**config.mk**
```make
export PLATFORM = sky130hd
export DESIGN_NAME = tart_correlator_top
export DESIGN_NICKNAME = d
export VERILOG_FILES = /design/src/rtl/tart_pkg.sv /design/src/rtl/tart_ifs.sv /design/src/rtl/baseline_fanout.sv /design/src/rtl/baseline_correlator.sv /design/src/rtl/visibility_bank.sv /design/src/rtl/tart_control_regs.sv /design/src/rtl/tart_correlator_top.sv
export SDC_FILE = /design/constraint.sdc
export NUM_CORES = 1
export LEC_CHECK = 0
export BUFFER_PORTS_ARGS = -buffer_cell sky130_fd_sc_hd__buf_2
export CAP_MARGIN = 30
export CORE_ASPECT_RATIO = 0.75
export CORE_MARGIN = 1
export CORE_UTILIZATION = 45
export DETAILED_ROUTE_END_ITERATION = 6
export PLACE_DENSITY = 0.72
export SETUP_SLACK_MARGIN = 0.2
export SYNTH_ARGS = -nofsm -noshare
export SYNTH_HDL_FRONTEND = slang
export SYNTH_SLANG_ARGS = --single-unit
export TNS_END_PERCENT = 10
```
**constraint.sdc**
```tcl
create_clock -name b_clk -period 3.9 [get_ports b_clk]
set_clock_uncertainty 0.05 [all_clocks]
set_input_delay 0 -clock b_clk [delete_from_list [all_inputs] [get_ports b_clk]]
set_output_delay 0 -clock b_clk [all_outputs]
set_load 0.005 [all_outputs]
```
**src/rtl/tart_pkg.sv**
```systemverilog
`default_nettype none

package tart_pkg;

   // --------------------------------------------------------------------------
   // Array sizes
   // --------------------------------------------------------------------------
   localparam int NUM_ANTENNA   = 4;
   localparam int NUM_BASELINES = 6;   // All pairs of four antennas
   localparam int ACCUM_BITS    = 16;  // Per-baseline agreement count

   // Register bus
   localparam int BUS_BITS = 8;
   localparam int ADR_BITS = 5;

   // Block size as log2 of the sample count
   localparam int BLOCK_LOG2_BITS    = 4;
   localparam int BLOCK_LOG2_DEFAULT = 4;                   // 16 samples
   localparam int BLOCK_LOG2_MAX     = 12;                  // 4096 samples
   localparam int CNT_BITS           = BLOCK_LOG2_MAX + 1;  // Sample counter width

   // Read port toward the bank
   localparam int BLK_BITS    = 4;             // Block counter, status byte
   localparam int SEL_BITS    = 3;             // Baseline index
   localparam int RD_ADR_BITS = SEL_BITS + 1;  // Index plus byte select

   // --------------------------------------------------------------------------
   // Address map
   // --------------------------------------------------------------------------
   localparam logic [ADR_BITS-1:0] ADR_CTRL     = ADR_BITS'(0);
   localparam logic [ADR_BITS-1:0] ADR_BLOCK    = ADR_BITS'(1);
   localparam logic [ADR_BITS-1:0] ADR_STATUS   = ADR_BITS'(2);
   localparam logic [ADR_BITS-1:0] ADR_VIS_BASE = ADR_BITS'(16);  // Low byte first

   // Control register fields
   localparam int CTRL_ENABLE_BIT    = 0;
   localparam int CTRL_OVERWRITE_BIT = 1;

   // Antenna indices of each baseline
   // (0,1) (0,2) (0,3) (1,2) (1,3) (2,3)
   localparam int BASELINE_A [NUM_BASELINES] = '{0, 0, 0, 1, 1, 2};
   localparam int BASELINE_B [NUM_BASELINES] = '{1, 2, 3, 2, 3, 3};

   // One visibility count
   typedef logic [ACCUM_BITS-1:0] vis_t;

endpackage

`default_nettype wire

```
**src/rtl/tart_ifs.sv**
```systemverilog
`default_nettype none

// Fanout to correlators, correlators to bank
interface corr_feed_if;
   import tart_pkg::*;

   logic                     valid;   // Registered sample strobe
   logic                     first;   // First sample of a block
   logic                     last;    // Final sample of a block
   logic [NUM_BASELINES-1:0] pair_a;  // First antenna of each pair
   logic [NUM_BASELINES-1:0] pair_b;  // Second antenna of each pair

   // One entry per correlator
   logic vis_done  [NUM_BASELINES];
   vis_t vis_value [NUM_BASELINES];

   modport fanout (output valid, first, last, pair_a, pair_b);

   modport correlator (
      input  valid, first, last, pair_a, pair_b,
      output vis_done, vis_value
   );

   modport bank (input vis_done, vis_value);

endinterface

// Register file to visibility bank
interface vis_read_if;
   import tart_pkg::*;

   logic [RD_ADR_BITS-1:0] rd_addr;    // {baseline, byte select}
   logic                   rd_stb;     // Acknowledged visibility read
   logic                   clr_ovf;    // Status register write
   logic [BUS_BITS-1:0]    rd_data;
   logic                   available;
   logic                   overflow;
   logic [BLK_BITS-1:0]    blk_count;

   modport regs (
      output rd_addr, rd_stb, clr_ovf,
      input  rd_data, available, overflow, blk_count
   );

   modport bank (
      input  rd_addr, rd_stb, clr_ovf,
      output rd_data, available, overflow, blk_count
   );

endinterface

`default_nettype wire

```
**src/rtl/baseline_fanout.sv**
```systemverilog
`default_nettype none

module baseline_fanout (
   input  logic                                 b_clk,
   input  logic                                 rst_i,
   input  logic                                 enable_i,
   input  logic [tart_pkg::BLOCK_LOG2_BITS-1:0] block_log2_i,
   input  logic                                 ax_valid_i,
   input  logic [tart_pkg::NUM_ANTENNA-1:0]     antenna_i,
   corr_feed_if.fanout                          feed
);
   import tart_pkg::*;

   logic [CNT_BITS-1:0]        cnt_q;     // Samples so far in this block
   logic [BLOCK_LOG2_BITS-1:0] log2_q;    // Size held for the running block
   logic [BLOCK_LOG2_BITS-1:0] log2_now;
   logic [CNT_BITS-1:0]        last_cnt;  // Index of the final sample
   logic                       start;
   logic                       finish;

   // --------------------------------------------------------------------------
   // Block boundaries
   // --------------------------------------------------------------------------
   assign start    = (cnt_q == '0);
   assign log2_now = start ? block_log2_i : log2_q;  // New size only at block start
   assign last_cnt = (CNT_BITS'(1) << log2_now) - 1'b1;
   assign finish   = (cnt_q == last_cnt);

   always_ff @(posedge b_clk) begin
      if (rst_i || !enable_i) begin  // Partial block thrown away
         cnt_q      <= '0;
         log2_q     <= BLOCK_LOG2_BITS'(BLOCK_LOG2_DEFAULT);
         feed.valid <= 1'b0;
         feed.first <= 1'b0;
         feed.last  <= 1'b0;
      end else begin
         feed.valid <= ax_valid_i;
         feed.first <= ax_valid_i && start;
         feed.last  <= ax_valid_i && finish;
         if (ax_valid_i) begin
            cnt_q <= finish ? '0 : cnt_q + 1'b1;  // Wrap into the next block
            if (start) begin
               log2_q <= block_log2_i;
            end
         end
      end
   end

   // --------------------------------------------------------------------------
   // Pair bits from the baseline tables
   // --------------------------------------------------------------------------
   always_ff @(posedge b_clk) begin
      if (ax_valid_i) begin
         for (int k = 0; k < NUM_BASELINES; k++) begin
            feed.pair_a[k] <= antenna_i[BASELINE_A[k]];
            feed.pair_b[k] <= antenna_i[BASELINE_B[k]];
         end
      end
   end

endmodule

`default_nettype wire

```
**src/rtl/baseline_correlator.sv**
```systemverilog
`default_nettype none

module baseline_correlator #(
   parameter int IDX = 0  // Baseline served by this copy
) (
   input  logic             b_clk,
   input  logic             rst_i,
   corr_feed_if.correlator  feed
);
   import tart_pkg::*;

   vis_t acc_q;   // Running agreement count
   logic done_q;  // Count complete
   logic agree;   // Both antennas gave the same bit

   assign agree = ~(feed.pair_a[IDX] ^ feed.pair_b[IDX]);

   // First sample restarts the count
   always_ff @(posedge b_clk) begin
      if (feed.valid) begin
         acc_q <= feed.first ? vis_t'(agree) : acc_q + vis_t'(agree);
      end
   end

   always_ff @(posedge b_clk) begin
      if (rst_i) begin
         done_q <= 1'b0;
      end else begin
         done_q <= feed.valid && feed.last;  // One-cycle pulse
      end
   end

   // Held until the next valid sample, which the bank never waits on
   assign feed.vis_done[IDX]  = done_q;
   assign feed.vis_value[IDX] = acc_q;

endmodule

`default_nettype wire

```
**src/rtl/visibility_bank.sv**
```systemverilog
`default_nettype none

module visibility_bank (
   input  logic       b_clk,
   input  logic       rst_i,
   input  logic       overwrite_i,
   corr_feed_if.bank  feed,
   vis_read_if.bank   rd,
   output logic       newblock_o
);
   import tart_pkg::*;

   vis_t                vis_q [NUM_BASELINES];  // Captured block
   logic                done_all;               // Every correlator finished
   logic                keep;                   // Finished block goes into the bank
   logic                store_q;                // Block stored on the last edge
   logic                last_read;              // Final byte read back
   logic [SEL_BITS-1:0] sel;
   vis_t                word;

   always_comb begin
      done_all = 1'b1;
      for (int k = 0; k < NUM_BASELINES; k++) begin
         done_all &= feed.vis_done[k];
      end
   end

   // Full bank blocks a new one unless overwriting
   assign keep = done_all && (!rd.available || overwrite_i);

   // --------------------------------------------------------------------------
   // Capture
   // --------------------------------------------------------------------------
   always_ff @(posedge b_clk) begin
      if (keep) begin
         for (int k = 0; k < NUM_BASELINES; k++) begin
            vis_q[k] <= feed.vis_value[k];
         end
      end
   end

   // --------------------------------------------------------------------------
   // Flags and block counter
   // --------------------------------------------------------------------------
   always_ff @(posedge b_clk) begin
      if (rst_i) begin
         store_q      <= 1'b0;
         newblock_o   <= 1'b0;
         rd.available <= 1'b0;
         rd.overflow  <= 1'b0;
         rd.blk_count <= '0;
      end else begin
         store_q    <= keep;
         newblock_o <= store_q;  // Stored blocks only
         if (store_q) begin
            rd.available <= 1'b1;
            rd.blk_count <= rd.blk_count + 1'b1;
         end else if (last_read) begin
            rd.available <= 1'b0;
         end
         if (done_all && !keep) begin  // Dropped block, old data kept
            rd.overflow <= 1'b1;
         end else if (rd.clr_ovf) begin
            rd.overflow <= 1'b0;
         end
      end
   end

   // --------------------------------------------------------------------------
   // Read port
   // --------------------------------------------------------------------------
   assign sel       = rd.rd_addr[RD_ADR_BITS-1:1];
   assign last_read = rd.rd_stb && rd.rd_addr[0] && (sel == SEL_BITS'(NUM_BASELINES - 1));

   always_comb begin
      word       = (sel < SEL_BITS'(NUM_BASELINES)) ? vis_q[sel] : '0;
      rd.rd_data = rd.rd_addr[0] ? word[ACCUM_BITS-1:BUS_BITS] : word[BUS_BITS-1:0];
   end

endmodule

`default_nettype wire

```
**src/rtl/tart_control_regs.sv**
```systemverilog
`default_nettype none

module tart_control_regs (
   input  logic                                 b_clk,
   input  logic                                 rst_i,
   input  logic                                 b_cyc_i,
   input  logic                                 b_stb_i,
   input  logic                                 b_we_i,
   input  logic [tart_pkg::ADR_BITS-1:0]        b_adr_i,
   input  logic [tart_pkg::BUS_BITS-1:0]        b_dat_i,
   output logic [tart_pkg::BUS_BITS-1:0]        b_dat_o,
   output logic                                 b_ack_o,
   output logic                                 enable_o,
   output logic                                 overwrite_o,
   output logic [tart_pkg::BLOCK_LOG2_BITS-1:0] block_log2_o,
   vis_read_if.regs                             rd
);
   import tart_pkg::*;

   logic                served_q;  // Strobe already acknowledged
   logic                req;       // Acknowledge on the next edge
   logic                vis_hit;   // Address in the visibility window
   logic [BUS_BITS-1:0] status;
   logic [BUS_BITS-1:0] rd_mux;

   // --------------------------------------------------------------------------
   // Bus handshake and decoding
   // --------------------------------------------------------------------------
   assign req     = b_cyc_i && b_stb_i && !b_ack_o && !served_q;
   assign vis_hit = (b_adr_i >= ADR_VIS_BASE) && (b_adr_i < ADR_VIS_BASE + 2 * NUM_BASELINES);

   assign rd.rd_addr = RD_ADR_BITS'(b_adr_i - ADR_VIS_BASE);
   assign rd.rd_stb  = req && !b_we_i && vis_hit;
   assign rd.clr_ovf = req && b_we_i && (b_adr_i == ADR_STATUS);

   assign status = {rd.blk_count, 2'b00, rd.overflow, rd.available};

   always_comb begin
      rd_mux = '0;  // Unused addresses
      if (vis_hit) begin
         rd_mux = rd.rd_data;
      end else begin
         case (b_adr_i)
            ADR_CTRL: begin
               rd_mux[CTRL_ENABLE_BIT]    = enable_o;
               rd_mux[CTRL_OVERWRITE_BIT] = overwrite_o;
            end
            ADR_BLOCK:  rd_mux = BUS_BITS'(block_log2_o);
            ADR_STATUS: rd_mux = status;
            default:    rd_mux = '0;
         endcase
      end
   end

   // --------------------------------------------------------------------------
   // Registers
   // --------------------------------------------------------------------------
   always_ff @(posedge b_clk) begin
      if (rst_i) begin
         b_ack_o      <= 1'b0;
         served_q     <= 1'b0;
         enable_o     <= 1'b0;
         overwrite_o  <= 1'b0;
         block_log2_o <= BLOCK_LOG2_BITS'(BLOCK_LOG2_DEFAULT);
      end else begin
         b_ack_o  <= req;
         served_q <= b_cyc_i && b_stb_i && (served_q || b_ack_o);  // Until strobe drops
         if (req && b_we_i) begin
            case (b_adr_i)
               ADR_CTRL: begin
                  enable_o    <= b_dat_i[CTRL_ENABLE_BIT];
                  overwrite_o <= b_dat_i[CTRL_OVERWRITE_BIT];
               end
               ADR_BLOCK:
                  block_log2_o <= (b_dat_i > BUS_BITS'(BLOCK_LOG2_MAX)) ?
                                  BLOCK_LOG2_BITS'(BLOCK_LOG2_MAX) :
                                  b_dat_i[BLOCK_LOG2_BITS-1:0];
               default: ;  // Status write only clears overflow
            endcase
         end
      end
   end

   // Read data lines up with the acknowledge
   always_ff @(posedge b_clk) begin
      if (req) begin
         b_dat_o <= rd_mux;
      end
   end

endmodule

`default_nettype wire

```
**src/rtl/tart_correlator_top.sv**
```systemverilog
`default_nettype none

module tart_correlator_top (
   input  logic                             b_clk,
   input  logic                             rst_i,

   // Register bus
   input  logic                             b_cyc_i,
   input  logic                             b_stb_i,
   input  logic                             b_we_i,
   input  logic [tart_pkg::ADR_BITS-1:0]    b_adr_i,
   input  logic [tart_pkg::BUS_BITS-1:0]    b_dat_i,
   output logic [tart_pkg::BUS_BITS-1:0]    b_dat_o,
   output logic                             b_ack_o,

   // Antenna samples
   input  logic                             ax_valid_i,
   input  logic [tart_pkg::NUM_ANTENNA-1:0] antenna_i,

   // Block status
   output logic                             newblock_o,
   output logic                             available_o
);
   import tart_pkg::*;

   logic                       enable;
   logic                       overwrite;
   logic [BLOCK_LOG2_BITS-1:0] block_log2;

   corr_feed_if feed_if ();  // Fanout, correlators and bank
   vis_read_if  rd_if ();    // Register file and bank

   // --------------------------------------------------------------------------
   // Bus slave
   // --------------------------------------------------------------------------
   tart_control_regs u_regs (
      .b_clk        (b_clk),
      .rst_i        (rst_i),
      .b_cyc_i      (b_cyc_i),
      .b_stb_i      (b_stb_i),
      .b_we_i       (b_we_i),
      .b_adr_i      (b_adr_i),
      .b_dat_i      (b_dat_i),
      .b_dat_o      (b_dat_o),
      .b_ack_o      (b_ack_o),
      .enable_o     (enable),
      .overwrite_o  (overwrite),
      .block_log2_o (block_log2),
      .rd           (rd_if.regs)
   );

   // --------------------------------------------------------------------------
   // Correlator datapath
   // --------------------------------------------------------------------------
   baseline_fanout u_fanout (
      .b_clk        (b_clk),
      .rst_i        (rst_i),
      .enable_i     (enable),
      .block_log2_i (block_log2),
      .ax_valid_i   (ax_valid_i),
      .antenna_i    (antenna_i),
      .feed         (feed_if.fanout)
   );

   for (genvar k = 0; k < NUM_BASELINES; k++) begin : g_corr
      baseline_correlator #(.IDX(k)) u_corr (
         .b_clk (b_clk),
         .rst_i (rst_i),
         .feed  (feed_if.correlator)
      );
   end

   visibility_bank u_bank (
      .b_clk       (b_clk),
      .rst_i       (rst_i),
      .overwrite_i (overwrite),
      .feed        (feed_if.bank),
      .rd          (rd_if.bank),
      .newblock_o  (newblock_o)
   );

   assign available_o = rd_if.available;

endmodule

`default_nettype wire

```
-- After elaboration in Yosys (flattened, before gate mapping)
Memory sizes are Yosys's and may differ from the RTL's.
Index checks and enable logic that the tools add are counted.
- register bits: 152
- memory bits (writable): 96
- output and inout port bits: 11
- logic and storage cells: 114
- memories: 1
- memory list (name ; words ; bits a word ; rd ports ; clocked after memory_dff ; write ports ; RTL line ; text):
    u_bank.vis_q ; 6 ; 16 ; 1 ; 0 ; 6 ; visibility_bank.sv:13 ; vis_t vis_q [NUM_BASELINES];
- add/subtract/negate cells: 10
- order comparisons: 4
- equality and inequality tests: 4
- shifts and indexed selects: 1
- muxes and demuxes: 20
- bitwise operators: 12
- reductions and logical operators: 31
- operators with widths (operator ; count):
    $add A16 B1 Y16 ; 6
    $logic_and A1 B1 Y1 ; 16
    $mux W16 ; 1
    $mux W8 ; 2
    $add A13 B1 Y13 const B ; 1
    $eq A13 B13 Y1 ; 1
    $logic_not A13 Y1 ; 1
    $mux W13 ; 1
    $shl A1 B4 Y13 const A ; 1
    $sub A13 B1 Y13 const B ; 1
    $mux W1 ; 12
    $pmux W6 S2 ; 1
    $gt A8 B4 Y1 const B ; 1
    $mux W4 ; 2
    $logic_not A1 Y1 ; 6
    $not A1 Y1 ; 6
    $pmux W2 S3 ; 1
    $xor A1 B1 Y1 ; 6
    $eq A5 B1 Y1 const B ; 1
    $eq A5 B2 Y1 const B ; 1
    $ge A5 B5 Y1 const B ; 1
    $logic_not A5 Y1 ; 1
    $lt A5 B5 Y1 const B ; 1
    $add A4 B1 Y4 const B ; 1
    6 further kinds ; 10

-- Logic depth before layout (Yosys ltp)
Gate-level depths: netlist of the first run.
- word-level depth: 9
- gate-level depth with buffers: 20
- gate-level depth less buffers: 14

-- Worst setup path before layout of the first run
OpenSTA, ideal clock, no wires.
- path kind: flip-flop to flip-flop
- from: register u_fanout.cnt_q[0]
- to: register u_fanout.cnt_q[10]
- setup time: 0.123 ns
- arrival: 3.821 ns
- required time: 3.727 ns
- path slack: -0.094 ns
- cell stages (with the launch flop): 19
- cells stage by stage: dfxtp_1 -> clkbuf_1 -> inv_1 -> ha_1 -> nor4b_2 -> nand3_1 -> and4b_1 -> a41oi_1 -> ha_1 -> clkbuf_1 -> clkbuf_1 -> nor4_1 -> o31ai_1 -> a221oi_1 -> a31oi_1 -> nand4_1 -> nor3_1 -> buf_2 -> a21oi_2
- word-level cells in the longest chain between the ends: 6
- elaborated cells on any way between the ends: 7
- those cells by class: add/sub (2); eq/ne (1); shift (1); mux (2); reduce/logical (1)
- RTL lines (item ; RTL line ; text):
    start: declaration ; baseline_fanout.sv:14 ; logic [CNT_BITS-1:0] cnt_q;
    start signal: assignment ; baseline_fanout.sv:41 ; cnt_q <= finish ? '0 : cnt_q + 1'b1;
    $logic_not A13 Y1 ; baseline_fanout.sv:24 ; assign start = (cnt_q == '0);
    $mux W4 ; baseline_fanout.sv:25 ; assign log2_now = start ? block_log2_i : log2_q;
    $shl A1 B4 Y13 ; baseline_fanout.sv:26 ; assign last_cnt = (CNT_BITS'(1) << log2_now) - 1'b1;
    $sub A13 B1 Y13 ; baseline_fanout.sv:26 ;
    $eq A13 B13 Y1 ; baseline_fanout.sv:27 ; assign finish = (cnt_q == last_cnt);
    $mux W13 (*) ; baseline_fanout.sv:41 ;
Every way passes the cells marked *; elsewhere a longest branch is shown, timed or not.
A chain may end at the register's enable or synchronous reset.

-- Final worst setup path of the first run
- from: register u_fanout.cnt_q[1]
- to: register u_fanout.cnt_q[7]
Same word-level chain as after synthesis.

==> out/metrics.csv, run 1 <==
stage;metric;value;unit
clock_tree;H-Tree Depth;1;
synth;synthesized instance count;988;
routing;WL/cell;18.8;microns
power;Int Pwr;0.00437;W
synth;share of the synthesized area in the top cell type;0.521;
global_routing;vias in the first global route;7720;
critical_path;CP top delay family;simple AND/OR/NAND/NOR gates;
floorplanning;die width;189;microns
place;port bufs;33;
routing;DRC violations left;0;
critical_path;crit path max fanout;9;
synth;ys async rst share;0;
clock_tree;CTS Buf Count;24;
synth;top cells by area, synth;edfxtp_1 52%, dfxtp_1 6.3%, xor2_1 3.9%;
power;clock power share;0.457;
timing;Slew Limit Fails;0;
power;Max IR drop VDD;0.292;mV
status;outcome;completed;
critical_path;startpoint types;flip-flop;
routing;initial DRC count;784;
synth;unique cell type count in the Yosys netlist;67;
clock_tree;Worst-Skew Late Latency;510;ps
clock_tree;Max Root-Sink Buffers;3;
job;Max-cap violations;0;
cells_and_area;number of diodes;0;
critical_path;crit-path max cell delay;490;ps
timing;final worst-path setup slack;333;ps
synth;sequential share of the synthesized area;0.584;
routing;routed via count;8069;
synth;dominant synthesized flop cell;edfxtp_1;
place;DP Cell Count;1331;
power;leakage power;4.69;nW
min_path;min-delay worst type;in -> reg;
clock_tree;clk slew on worst S/H paths;60;ps
power;sw power;0.00108;W
synth;syn nets;1027;
timing;min cycle time layout;3570;ps
global_routing;GRT Overall Usage;0.200;
power;share of power burned in registers;0.509;
routing;drt first pass iters;5;
power;Pwr per Cell Area;400;nW/um^2
timing;worst slew pin tran;878;ps
cells_and_area;fin cells;1409;
power;share of power burned in combinational logic;0.033;
timing;RSZ-0062 raised after global routing;no;
synth;largest area contributor in the netlist;edfxtp_1;
routing;ANT nets after route;0;
critical_path;CP Data Required Time;4250;ps
clock_tree;root buffer cell;clkbuf_16;
floorplanning;I/O pin count;34;
timing;Final setup violation count;0;
critical_path;Crit Path Class;reg -> reg;
timing;achievable clock frequency;280;MHz
synth;mapped cell area;11800;sq um
routing;post-DR vias/cell;5.73;
timing;Rel. slew slack;0.409;
global_routing;grt ovf;0;
synth;Synth Register Bits;241;
global_routing;global-route wire length before repair;42.5;mm
cells_and_area;Layout area overhead;15.9;%
timing;period utilisation layout;0.915;
synth;Post-synth EDFFs;204;
place;GP Congestion;0.955;
synth;Yosys warning total;0;
floorplanning;core footprint;25300;sq um
synth;count leader, synth;edfxtp_1;
global_routing;initial antenna violation count;0;
synth;Syn Area/Cell;11.9;sq um
global_routing;pin count of the biggest net entering global routing;59;
routing;routed wire length;26.4;mm
timing;Setup TNS Final;0;ps
critical_path;CP bufs+invs;4;
critical_path;Critical Path AT;3920;ps
cells_and_area;final core utilization;0.538;
floorplanning;die footprint;26800;sq um
clock_tree;CTS tree;done;
critical_path;ordered cell list for the critical path;inv_1 > ha_1 > or4b_4 > nor3_4 > a31o_4 > inv_1 > ha_2 > buf_4 > nor3_1 > a21oi_2 > nor3_2 > a221oi_2 > xnor2_2 > nor4_4 > buf_4 > a21oi_2;
clock_tree;Sink Count;241;
timing;worst hold slack;96.4;ps
cells_and_area;layout cell share with drive strength beyond 1;0.155;
floorplanning;Die Ht;142;microns
critical_path;Worst Setup End Kind;flip-flop;
place;HPWL after DPL;17.5;mm
place;DP Worst Slack;103;ps
synth;synth cell count leaders;204 x edfxtp_1, 105 x nor2_1, 71 x nand2_1;
power;Sw Share;0.198;
floorplanning;Rows;50;
floorplanning;Starting Density;0.464;
cells_and_area;nets;1092;
timing;Final Hold Fails;0;
critical_path;crit path max-delay cell type;or4b_4;
cells_and_area;filler cell count;2109;
==> placed cells by master, fill, tap and decap left out, types with 11 or more instances in the layout <==
cell / instances
edfxtp_1: 204
nor2_1: 105
nand2_1: 71
xor2_1: 52
xnor2_1: 40
o21ai_0: 37
nand3_1: 37
buf_4: 35
dfxtp_1: 35
buf_2: 33
nand4_1: 32
a21oi_1: 32
mux2i_1: 28
dlygate4sd3_1: 28
clkbuf_16: 26
inv_1: 23
or3_1: 18
mux4_2: 16
ha_1: 15
nor2b_1: 13
and3_1: 13
nor3_1: 12
a21oi_2: 11
==> state kept, by name (all words and copies together) (netlist names), 3 cells and up <==
name                  flops
g_corr.u_corr.acc_q      96
u_bank.rd.blk_count       4
u_bank.vis_q             96
u_fanout.cnt_q           13
u_fanout.feed.pair_b      3
u_fanout.log2_q           4
u_regs.b_dat_o            8
u_regs.block_log2_o       4
==> cells by family (layout without fill, tap and decap cells) <==
kind of cell	Yosys count	count (layout)	synth area share
fa+ha+maj	16	16	0.0170
flops	241	241	0.584
simple gates	363	363	0.160
compound gates	139	139	0.0783
xor+xnor	93	93	0.0692
buf+inv	84	167	0.0294
mux	52	52	0.0620
==> repair_timing <==
item | 4_1_cts | 5_1_grt
gates cloned | 0 | 1
hold buffers | 28 | 0
endpoints found under the setup margin | 14 | 14
pin swaps | 1 | 4
resized for setup | 2 | 14
endpoints found under the hold margin | 35 | 0
buffers inserted | 4 | 1
==> worst paths after layout <==
check	start	slack [ps]	to	cells after the start
worst max-delay path	u_fanout.cnt_q[1]$_SDFFE_PP0P_	330	u_fanout.cnt_q[7]$_SDFFE_PP0P_	16
worst min-delay path	b_adr_i[0]	100	u_bank.rd.available$_SDFFE_PP0P_	6
worst max register to register	u_fanout.cnt_q[1]$_SDFFE_PP0P_	330	u_fanout.cnt_q[7]$_SDFFE_PP0P_	16
worst min register to register	u_fanout.feed.last$_SDFF_PP0_	400	g_corr[5].u_corr.done_q$_SDFF_PP0_	2
==> tightest hold or removal path, cell delays in order <==
cell and delay [ps]:
buf_2 200, nand2b_1 120, nor3b_1 60, nand4_1 90, a21oi_1 70, nor2_1 80
==> cell type report <==
cell class              count  area [sq um]  share of cell area
well taps                 338           423              0.0310
multi-input cells         663          4630               0.340
inverters                  24          90.1             0.00661
clock buffers              33           697              0.0511
repair buffers             99           758              0.0556
flip-flops and latches    241          6870               0.504
clock inverters            11           161              0.0118
==> per-layer routing <==
layer	vias to the layer above	wire, microns	track usage
li1	3806	-	-
met1	3911	12500	0.307
met2	315	11600	0.304
met3	37	1870	0.0284
met4	0	385	0.0374
met5	-	0	0
==> stage by stage <==
stage | power [W] | instance area [sq um]
after floorplan | 0.00294 | 11800
after global placement | 0.00299 | 12400
after detailed placement | 0.00300 | 12400
after CTS | 0.00548 | 13600
after global routing | 0.00561 | 13600
final | 0.00545 | 13600
==> power groups by stage <==
stage | logic (W) | clock network, W | registers, W
2_1_floorplan | 0.000110 | 0 | 0.00283
4_1_cts | 0.000181 | 0.00253 | 0.00278
5_1_grt | 0.000201 | 0.00264 | 0.00278
6_report | 0.000182 | 0.00249 | 0.00278
3_3_place_gp | 0.000162 | 0 | 0.00283
3_5_place_dp | 0.000165 | 0 | 0.00283
Power figures use the tool's default switching activity.
==> inputs of run 2 (changes only) <==
--- a/config.mk
+++ b/config.mk
@@ -11,7 +11,8 @@
 export CORE_MARGIN = 1
 export CORE_UTILIZATION = 45
 export DETAILED_ROUTE_END_ITERATION = 6
-export PLACE_DENSITY = 0.72
+export GPL_TIMING_DRIVEN = 0
+export PLACE_DENSITY = 0.7
 export SETUP_SLACK_MARGIN = 0.2
 export SYNTH_ARGS = -nofsm -noshare
 export SYNTH_HDL_FRONTEND = slang
==> constraint.sdc (replaced) <==
create_clock -name b_clk -period 4.1 [get_ports b_clk]
set_clock_uncertainty 0.05 [all_clocks]
set_input_delay 0 -clock b_clk [delete_from_list [all_inputs] [get_ports b_clk]]
set_output_delay 0 -clock b_clk [all_outputs]
set_load 0.005 [all_outputs]
==> out/metrics.csv, run 2 (same netlist as run 1, synthesis figures left out) <==
stage;metric;value;unit;change
place;DP Worst Slack;-901;ps;was 103 ps
clock_tree;clk slew on worst S/H paths;60;ps;about the same
routing;initial DRC count;762;;was 784
floorplanning;I/O pin count;34;;unchanged
global_routing;vias in the first global route;7675;;was 7720
routing;post-DR vias/cell;5.74;;was 5.73
power;total power;0.00506;W;was 0.00545 W
power;Pwr per Cell Area;364;nW/um^2;was 400 nW/um^2
floorplanning;Starting Density;0.464;;unchanged
place;port bufs;28;;was 33
critical_path;crit path max fanout;7;;was 9
clock_tree;H-Tree Depth;1;;unchanged
critical_path;crit path max-delay cell type;or4b_4;;unchanged
routing;WL/cell;19.4;microns;was 18.8 microns
timing;achievable clock frequency;263;MHz;was 280 MHz
power;sw power;0.00103;W;was 0.00108 W
cells_and_area;number of diodes;0;;unchanged
cells_and_area;final core utilization;0.549;;was 0.538
routing;ANT nets after route;0;;unchanged
global_routing;grt ovf;0;;unchanged
timing;RSZ-0062 raised after global routing;no;;unchanged
power;leakage power;4.75;nW;was 4.69 nW
global_routing;initial antenna violation count;1;;was 0
place;HPWL after DPL;18.8;mm;was 17.5 mm
global_routing;global-route wire length before repair;43.3;mm;was 42.5 mm
power;share of power burned in combinational logic;0.034;;was 0.033
cells_and_area;top flop regs;g_corr.u_corr.acc_q x96, u_bank.vis_q x96, u_fanout.cnt_q x13;;unchanged
critical_path;Crit Path Class;reg -> reg;;unchanged
routing;routed wire length;28.1;mm;was 26.4 mm
clock_tree;root buffer cell;clkbuf_16;;unchanged
clock_tree;Max Root-Sink Buffers;3;;unchanged
clock_tree;CTS Buf Count;25;;was 24
critical_path;crit-path most repeated cell;buf_6;;
floorplanning;die width;189;microns;unchanged
routing;DRC violations left;0;;unchanged
critical_path;startpoint types;flip-flop;;unchanged
routing;drt first pass iters;5;;unchanged
critical_path;CP bufs+invs;7;;was 4
timing;Final Hold Fails;0;;unchanged
power;clock power share;0.443;;was 0.457
status;outcome;completed;;unchanged
critical_path;CP top delay family;simple AND/OR/NAND/NOR gates;;unchanged
job;Max-cap violations;0;;unchanged
cells_and_area;commonest non-fill, non-tap cells in the layout;204 x edfxtp_1, 105 x nor2_1, 71 x nand2_1;;unchanged
critical_path;CP Data Required Time;4470;ps;was 4250 ps
critical_path;Critical Path AT;4180;ps;was 3920 ps
cells_and_area;Layout area overhead;18.2;%;was 15.9%
critical_path;ordered cell list for the critical path;buf_8 > inv_4 > ha_4 > or4b_4 > buf_6 > nor3_4 > buf_6 > a31o_4 > inv_1 > ha_4 > buf_8 > nor2b_4 > a31oi_1 > mux2_4 > and4_1 > nand4_1 > nor3_4 > buf_6 > a21oi_2;;was inv_1 > ha_1 > or4b_4 > nor3_4 > a31o_4 > inv_1 > ha_2 > buf_4 > nor3_1 > a21oi_2 > nor3_2 > a221oi_2 > xnor2_2 > nor4_4 > buf_4 > a21oi_2
critical_path;crit-path max cell delay;450;ps;was 490 ps
timing;Rel. slew slack;0.410;;was 0.409
routing;routed via count;8298;;was 8069
min_path;min-delay worst type;in -> reg;;unchanged
cells_and_area;layout cell share with drive strength beyond 1;0.153;;was 0.155
cells_and_area;nets;1129;;was 1092
timing;worst slew pin tran;885;ps;was 878 ps
timing;final worst-path setup slack;291;ps;was 333 ps
timing;min cycle time layout;3810;ps;was 3570 ps
clock_tree;CTS tree;done;;unchanged
place;GP Congestion;0.910;;was 0.955
clock_tree;Worst-Skew Late Latency;520;ps;was 510 ps
timing;worst hold slack;56.5;ps;was 96.4 ps
global_routing;pin count of the biggest net entering global routing;64;;was 59
power;Sw Share;0.203;;was 0.198
floorplanning;core footprint;25300;sq um;unchanged
timing;period utilisation layout;0.929;;was 0.915
power;Int Pwr;0.00403;W;was 0.00437 W
timing;Final setup violation count;0;;unchanged
floorplanning;Die Ht;142;microns;unchanged
cells_and_area;leading cell type in the layout, fill and taps excluded;edfxtp_1;;unchanged
power;share of power burned in registers;0.523;;was 0.509
cells_and_area;filler cell count;2042;;was 2109
global_routing;GRT Overall Usage;0.208;;was 0.200
clock_tree;Sink Count;241;;unchanged
critical_path;Worst Setup End Kind;flip-flop;;unchanged
timing;Slew Limit Fails;0;;unchanged
floorplanning;Rows;50;;unchanged
power;Max IR drop VDD;0.270;mV;was 0.292 mV
floorplanning;die footprint;26800;sq um;unchanged
-- run 2: path summary, 6_finish.rpt --
check / startpoint / end / slack, ps / cells past startpoint
min reg2reg: u_fanout.feed.last$_SDFF_PP0_ / g_corr[5].u_corr.done_q$_SDFF_PP0_ / 380 / 2
max reg2reg: u_fanout.cnt_q[0]$_SDFFE_PP0P_ / u_fanout.cnt_q[12]$_SDFFE_PP0P_ / 290 / 19
min: b_adr_i[4] / u_bank.rd.available$_SDFFE_PP0P_ / 60 / 5
max: u_fanout.cnt_q[0]$_SDFFE_PP0P_ / u_fanout.cnt_q[12]$_SDFFE_PP0P_ / 290 / 19
-- run 2: routing by layer --
layer  GRT usage  part of all wire  routed length (microns)
met4      0.0416             0.017                      480
met3      0.0385             0.094                     2640
met1       0.326              0.47                    13300
met2       0.300              0.42                    11700
met5           0                 0                        0
-- run 2: metrics by stage --
| stage | setup TNS (ps) | cell area (sq um) | instances |
|---|---|---|---|
| after CTS | 0 | 13700 | 1438 |
| after detailed placement | -11400 | 12400 | 1357 |
| after floorplan | 0 | 11800 | 988 |
| after global placement | -22800 | 12300 | 1354 |
| after global routing | 0 | 13900 | 1446 |
| final | 0 | 13900 | 1446 |
-- run 2: worst reg2reg max path: stages, from the launching register on --
cell     delay, ps
dfxtp_2        330
buf_8          140
inv_4           60
ha_4           120
or4b_4         450
buf_6          140
nor3_4         210
buf_6          160
a31o_4         160
inv_1           70
ha_4           180
buf_8          140
nor2b_4        140
a31oi_1        190
mux2_4         180
and4_1         180
nand4_1        220
nor3_4         350
buf_6          190
a21oi_2         60
-- run 2: power groups by stage --
stage / registers, W / clock network, W / logic (W)
3_5_place_dp: 0.00270 / 0 / 0.000159
3_3_place_gp: 0.00270 / 0 / 0.000155
5_1_grt: 0.00264 / 0.00237 / 0.000190
4_1_cts: 0.00264 / 0.00228 / 0.000171
2_1_floorplan: 0.00269 / 0 / 0.000105
6_report: 0.00264 / 0.00224 / 0.000173
-- run 2: layout make-up --
| class | instances | area [sq um] | area share |
|---|---|---|---|
| clock buffers | 33 | 656 | 0.0471 |
| flip-flops and latches | 241 | 6870 | 0.494 |
| inverters | 24 | 92.6 | 0.00666 |
| well taps | 338 | 423 | 0.0304 |
| repair buffers | 75 | 604 | 0.0435 |
| clock inverters | 12 | 140 | 0.0101 |
| multi-input cells | 663 | 4820 | 0.347 |
| plain buffers | 60 | 299 | 0.0215 |
-- run 2: what timing repair did --
action | in CTS | in global routing
gates cloned | 2 | 0
hold buffers | 25 | 0
hold endpoints to repair | 28 | 0
endpoints found under the setup margin | 14 | 14
pin swaps | 6 | 16
gates resized for setup | 32 | 38
setup buffers | 9 | 8
==> inputs of run 3 (changes only) <==
--- a/config.mk
+++ b/config.mk
@@ -12,7 +12,6 @@
 export CORE_UTILIZATION = 45
 export DETAILED_ROUTE_END_ITERATION = 6
 export GPL_TIMING_DRIVEN = 0
-export PLACE_DENSITY = 0.7
 export SETUP_SLACK_MARGIN = 0.2
 export SYNTH_ARGS = -nofsm -noshare
 export SYNTH_HDL_FRONTEND = slang
==> out/metrics.csv, run 3 (same netlist as run 1, synthesis figures left out) <==
stage;metric;value;unit;change
status;outcome;completed;;unchanged
min_path;min-delay worst type;in -> reg;;unchanged
critical_path;startpoint types;flip-flop;;unchanged
critical_path;crit path max fanout;9;;was 7
timing;Rel. slew slack;0.418;;was 0.410
timing;worst hold slack;107;ps;was 56.5 ps
cells_and_area;top flop regs;g_corr.u_corr.acc_q x96, u_bank.vis_q x96, u_fanout.cnt_q x13;;unchanged
routing;post-DR vias/cell;5.65;;was 5.74
critical_path;Critical Path AT;4150;ps;was 4180 ps
timing;final worst-path setup slack;337;ps;was 291 ps
timing;Final Hold Fails;0;;unchanged
power;Sw Share;0.211;;was 0.203
routing;initial DRC count;760;;was 762
power;clock power share;0.440;;was 0.443
routing;drt first pass iters;5;;unchanged
critical_path;Crit Path Class;reg -> reg;;unchanged
timing;RSZ-0062 raised after global routing;no;;unchanged
global_routing;grt ovf;0;;unchanged
clock_tree;Max Root-Sink Buffers;3;;unchanged
global_routing;global-route wire length before repair;44.3;mm;was 43.3 mm
clock_tree;CTS tree;done;;unchanged
place;GP Congestion;0.914;;was 0.910
global_routing;vias in the first global route;7482;;was 7675
power;sw power;0.00106;W;was 0.00103 W
power;share of power burned in registers;0.526;;was 0.523
power;Max IR drop VDD;0.320;mV;was 0.270 mV
place;Area after DPL;12400;sq um;unchanged
routing;routed via count;8160;;was 8298
power;leakage power;4.72;nW;was 4.75 nW
timing;period utilisation layout;0.918;;was 0.929
floorplanning;Starting Density;0.464;;unchanged
power;Pwr per Cell Area;365;nW/um^2;was 364 nW/um^2
power;Int Pwr;0.00397;W;was 0.00403 W
place;DP Cell Count;1356;;was 1357
cells_and_area;leading cell type in the layout, fill and taps excluded;edfxtp_1;;unchanged
clock_tree;CTS Buf Count;26;;was 25
timing;Slew Limit Fails;0;;unchanged
cells_and_area;number of diodes;0;;unchanged
floorplanning;I/O pin count;34;;unchanged
timing;Final setup violation count;0;;unchanged
floorplanning;die width;189;microns;unchanged
floorplanning;Die Ht;142;microns;unchanged
place;DP Worst Slack;-968;ps;was -901 ps
critical_path;Worst Setup End Kind;flip-flop;;unchanged
clock_tree;Sink Count;241;;unchanged
clock_tree;H-Tree Depth;1;;unchanged
timing;min cycle time layout;3760;ps;was 3810 ps
cells_and_area;commonest non-fill, non-tap cells in the layout;204 x edfxtp_1, 105 x nor2_1, 71 x nand2_1;;unchanged
global_routing;GRT Overall Usage;0.216;;was 0.208
cells_and_area;Layout area overhead;17.1;%;was 18.2%
cells_and_area;fin cells;1443;;was 1446
timing;worst slew pin tran;869;ps;was 885 ps
clock_tree;root buffer cell;clkbuf_16;;unchanged
floorplanning;core footprint;25300;sq um;unchanged
clock_tree;clk slew on worst S/H paths;60;ps;about the same
routing;DRC violations left;0;;unchanged
routing;WL/cell;19.9;microns;was 19.4 microns
timing;achievable clock frequency;266;MHz;was 263 MHz
cells_and_area;filler cell count;2190;;was 2042
floorplanning;Rows;50;;unchanged
critical_path;CP Data Required Time;4490;ps;was 4470 ps
clock_tree;Worst-Skew Late Latency;530;ps;was 520 ps
place;HPWL after DPL;19.5;mm;was 18.8 mm
cells_and_area;nets;1125;;was 1129
routing;ANT nets after route;0;;unchanged
job;Max-cap violations;0;;unchanged
cells_and_area;layout cell share with drive strength beyond 1;0.148;;was 0.153
global_routing;initial antenna violation count;0;;was 1
power;total power;0.00503;W;was 0.00506 W
routing;routed wire length;28.7;mm;was 28.1 mm
floorplanning;die footprint;26800;sq um;unchanged
cells_and_area;post-layout instance area;13800;sq um;was 13900 sq um
power;share of power burned in combinational logic;0.035;;was 0.034
global_routing;pin count of the biggest net entering global routing;62;;was 64
place;port bufs;28;;unchanged
run 3: cell count changes in the layout (fill, tap and decap cells not counted), moves of 2 or more:
cell | before | now
buf_6 | 9 | 7
bufinv_16 | 3 | 1
clkbuf_1 | 51 | 45
clkinv_1 | 2 | 4
nor3_1 | 10 | 12
nor3_4 | 4 | 2
run 3: power by group through the flow:
stage / Sequential, W / Combinational, W / Clock (W)
floorplan: 0.00269 / 0.000105 / 0
global placement: 0.00270 / 0.000157 / 0
detailed placement: 0.00270 / 0.000160 / 0
CTS: 0.00264 / 0.000173 / 0.00226
global route: 0.00264 / 0.000192 / 0.00234
finish: 0.00264 / 0.000174 / 0.00221
run 3: final timing paths:
check | cells after the start | to | from | slack (ps)
max | 18 | u_fanout.cnt_q[6]$_SDFFE_PP0P_ | u_fanout.cnt_q[8]$_SDFFE_PP0P_ | 340
min | 6 | u_bank.rd.available$_SDFFE_PP0P_ | b_adr_i[0] | 110
min reg2reg | 2 | g_corr[5].u_corr.done_q$_SDFF_PP0_ | u_fanout.feed.last$_SDFF_PP0_ | 380
max reg2reg | 18 | u_fanout.cnt_q[6]$_SDFFE_PP0P_ | u_fanout.cnt_q[8]$_SDFFE_PP0P_ | 340
run 3: per-stage QoR:
| step | utilization | setup TNS, ps |
|---|---|---|
| after global routing | 0.544 | 0 |
| after detailed placement | 0.489 | -12180 |
| final | 0.544 | 0 |
| after floorplan | - | 0 |
| after global placement | 0.487 | -53750 |
| after CTS | 0.538 | 0 |
run 3: cell type report:
| type | count | area (sq um) | share of cell area |
|---|---|---|---|
| Inverter | 24 | 93.8 | 0.00681 |
| Buffer | 60 | 304 | 0.0221 |
| Sequential cell | 241 | 6870 | 0.499 |
| Clock inverter | 15 | 118 | 0.00854 |
| Multi-Input combinational cell | 663 | 4710 | 0.342 |
| Timing Repair Buffer | 70 | 566 | 0.0411 |
| Tap cell | 338 | 423 | 0.0307 |
| Clock buffer | 32 | 683 | 0.0496 |
run 3: repair_timing:
action,4_1_cts,5_1_grt
gates resized for setup,27,35
gates cloned,1,1
hold buffers,25,0
endpoints found under the setup margin,14,14
buffers inserted,10,3
hold endpoints to repair,32,0
pin swaps,6,11
run 3: routing by layer:
| layer | wire length (microns) | vias to the layer above | share of wire | global-route usage |
|---|---|---|---|---|
| met5 | 0 | - | 0 | 0 |
| met3 | 2430 | 32 | 0.085 | 0.0417 |
| li1 | - | 3875 | - | - |
| met2 | 11100 | 308 | 0.39 | 0.285 |
| met1 | 14800 | 3945 | 0.51 | 0.361 |
| met4 | 435 | 0 | 0.015 | 0.0382 |
run 3: worst max-delay path, stage by stage, from the launching register on:
cell      delay (ps)
dfxtp_1          300
clkbuf_4         200
or4_1            530
buf_4            190
nor3_4           220
buf_6            140
a31o_4           150
inv_1             60
ha_4             160
buf_8            130
nor2b_1          170
a22oi_1          130
o211a_1          270
o21a_1           180
o32ai_2          200
nor4_4            80
buf_4            170
buf_4            140
a211oi_1         180
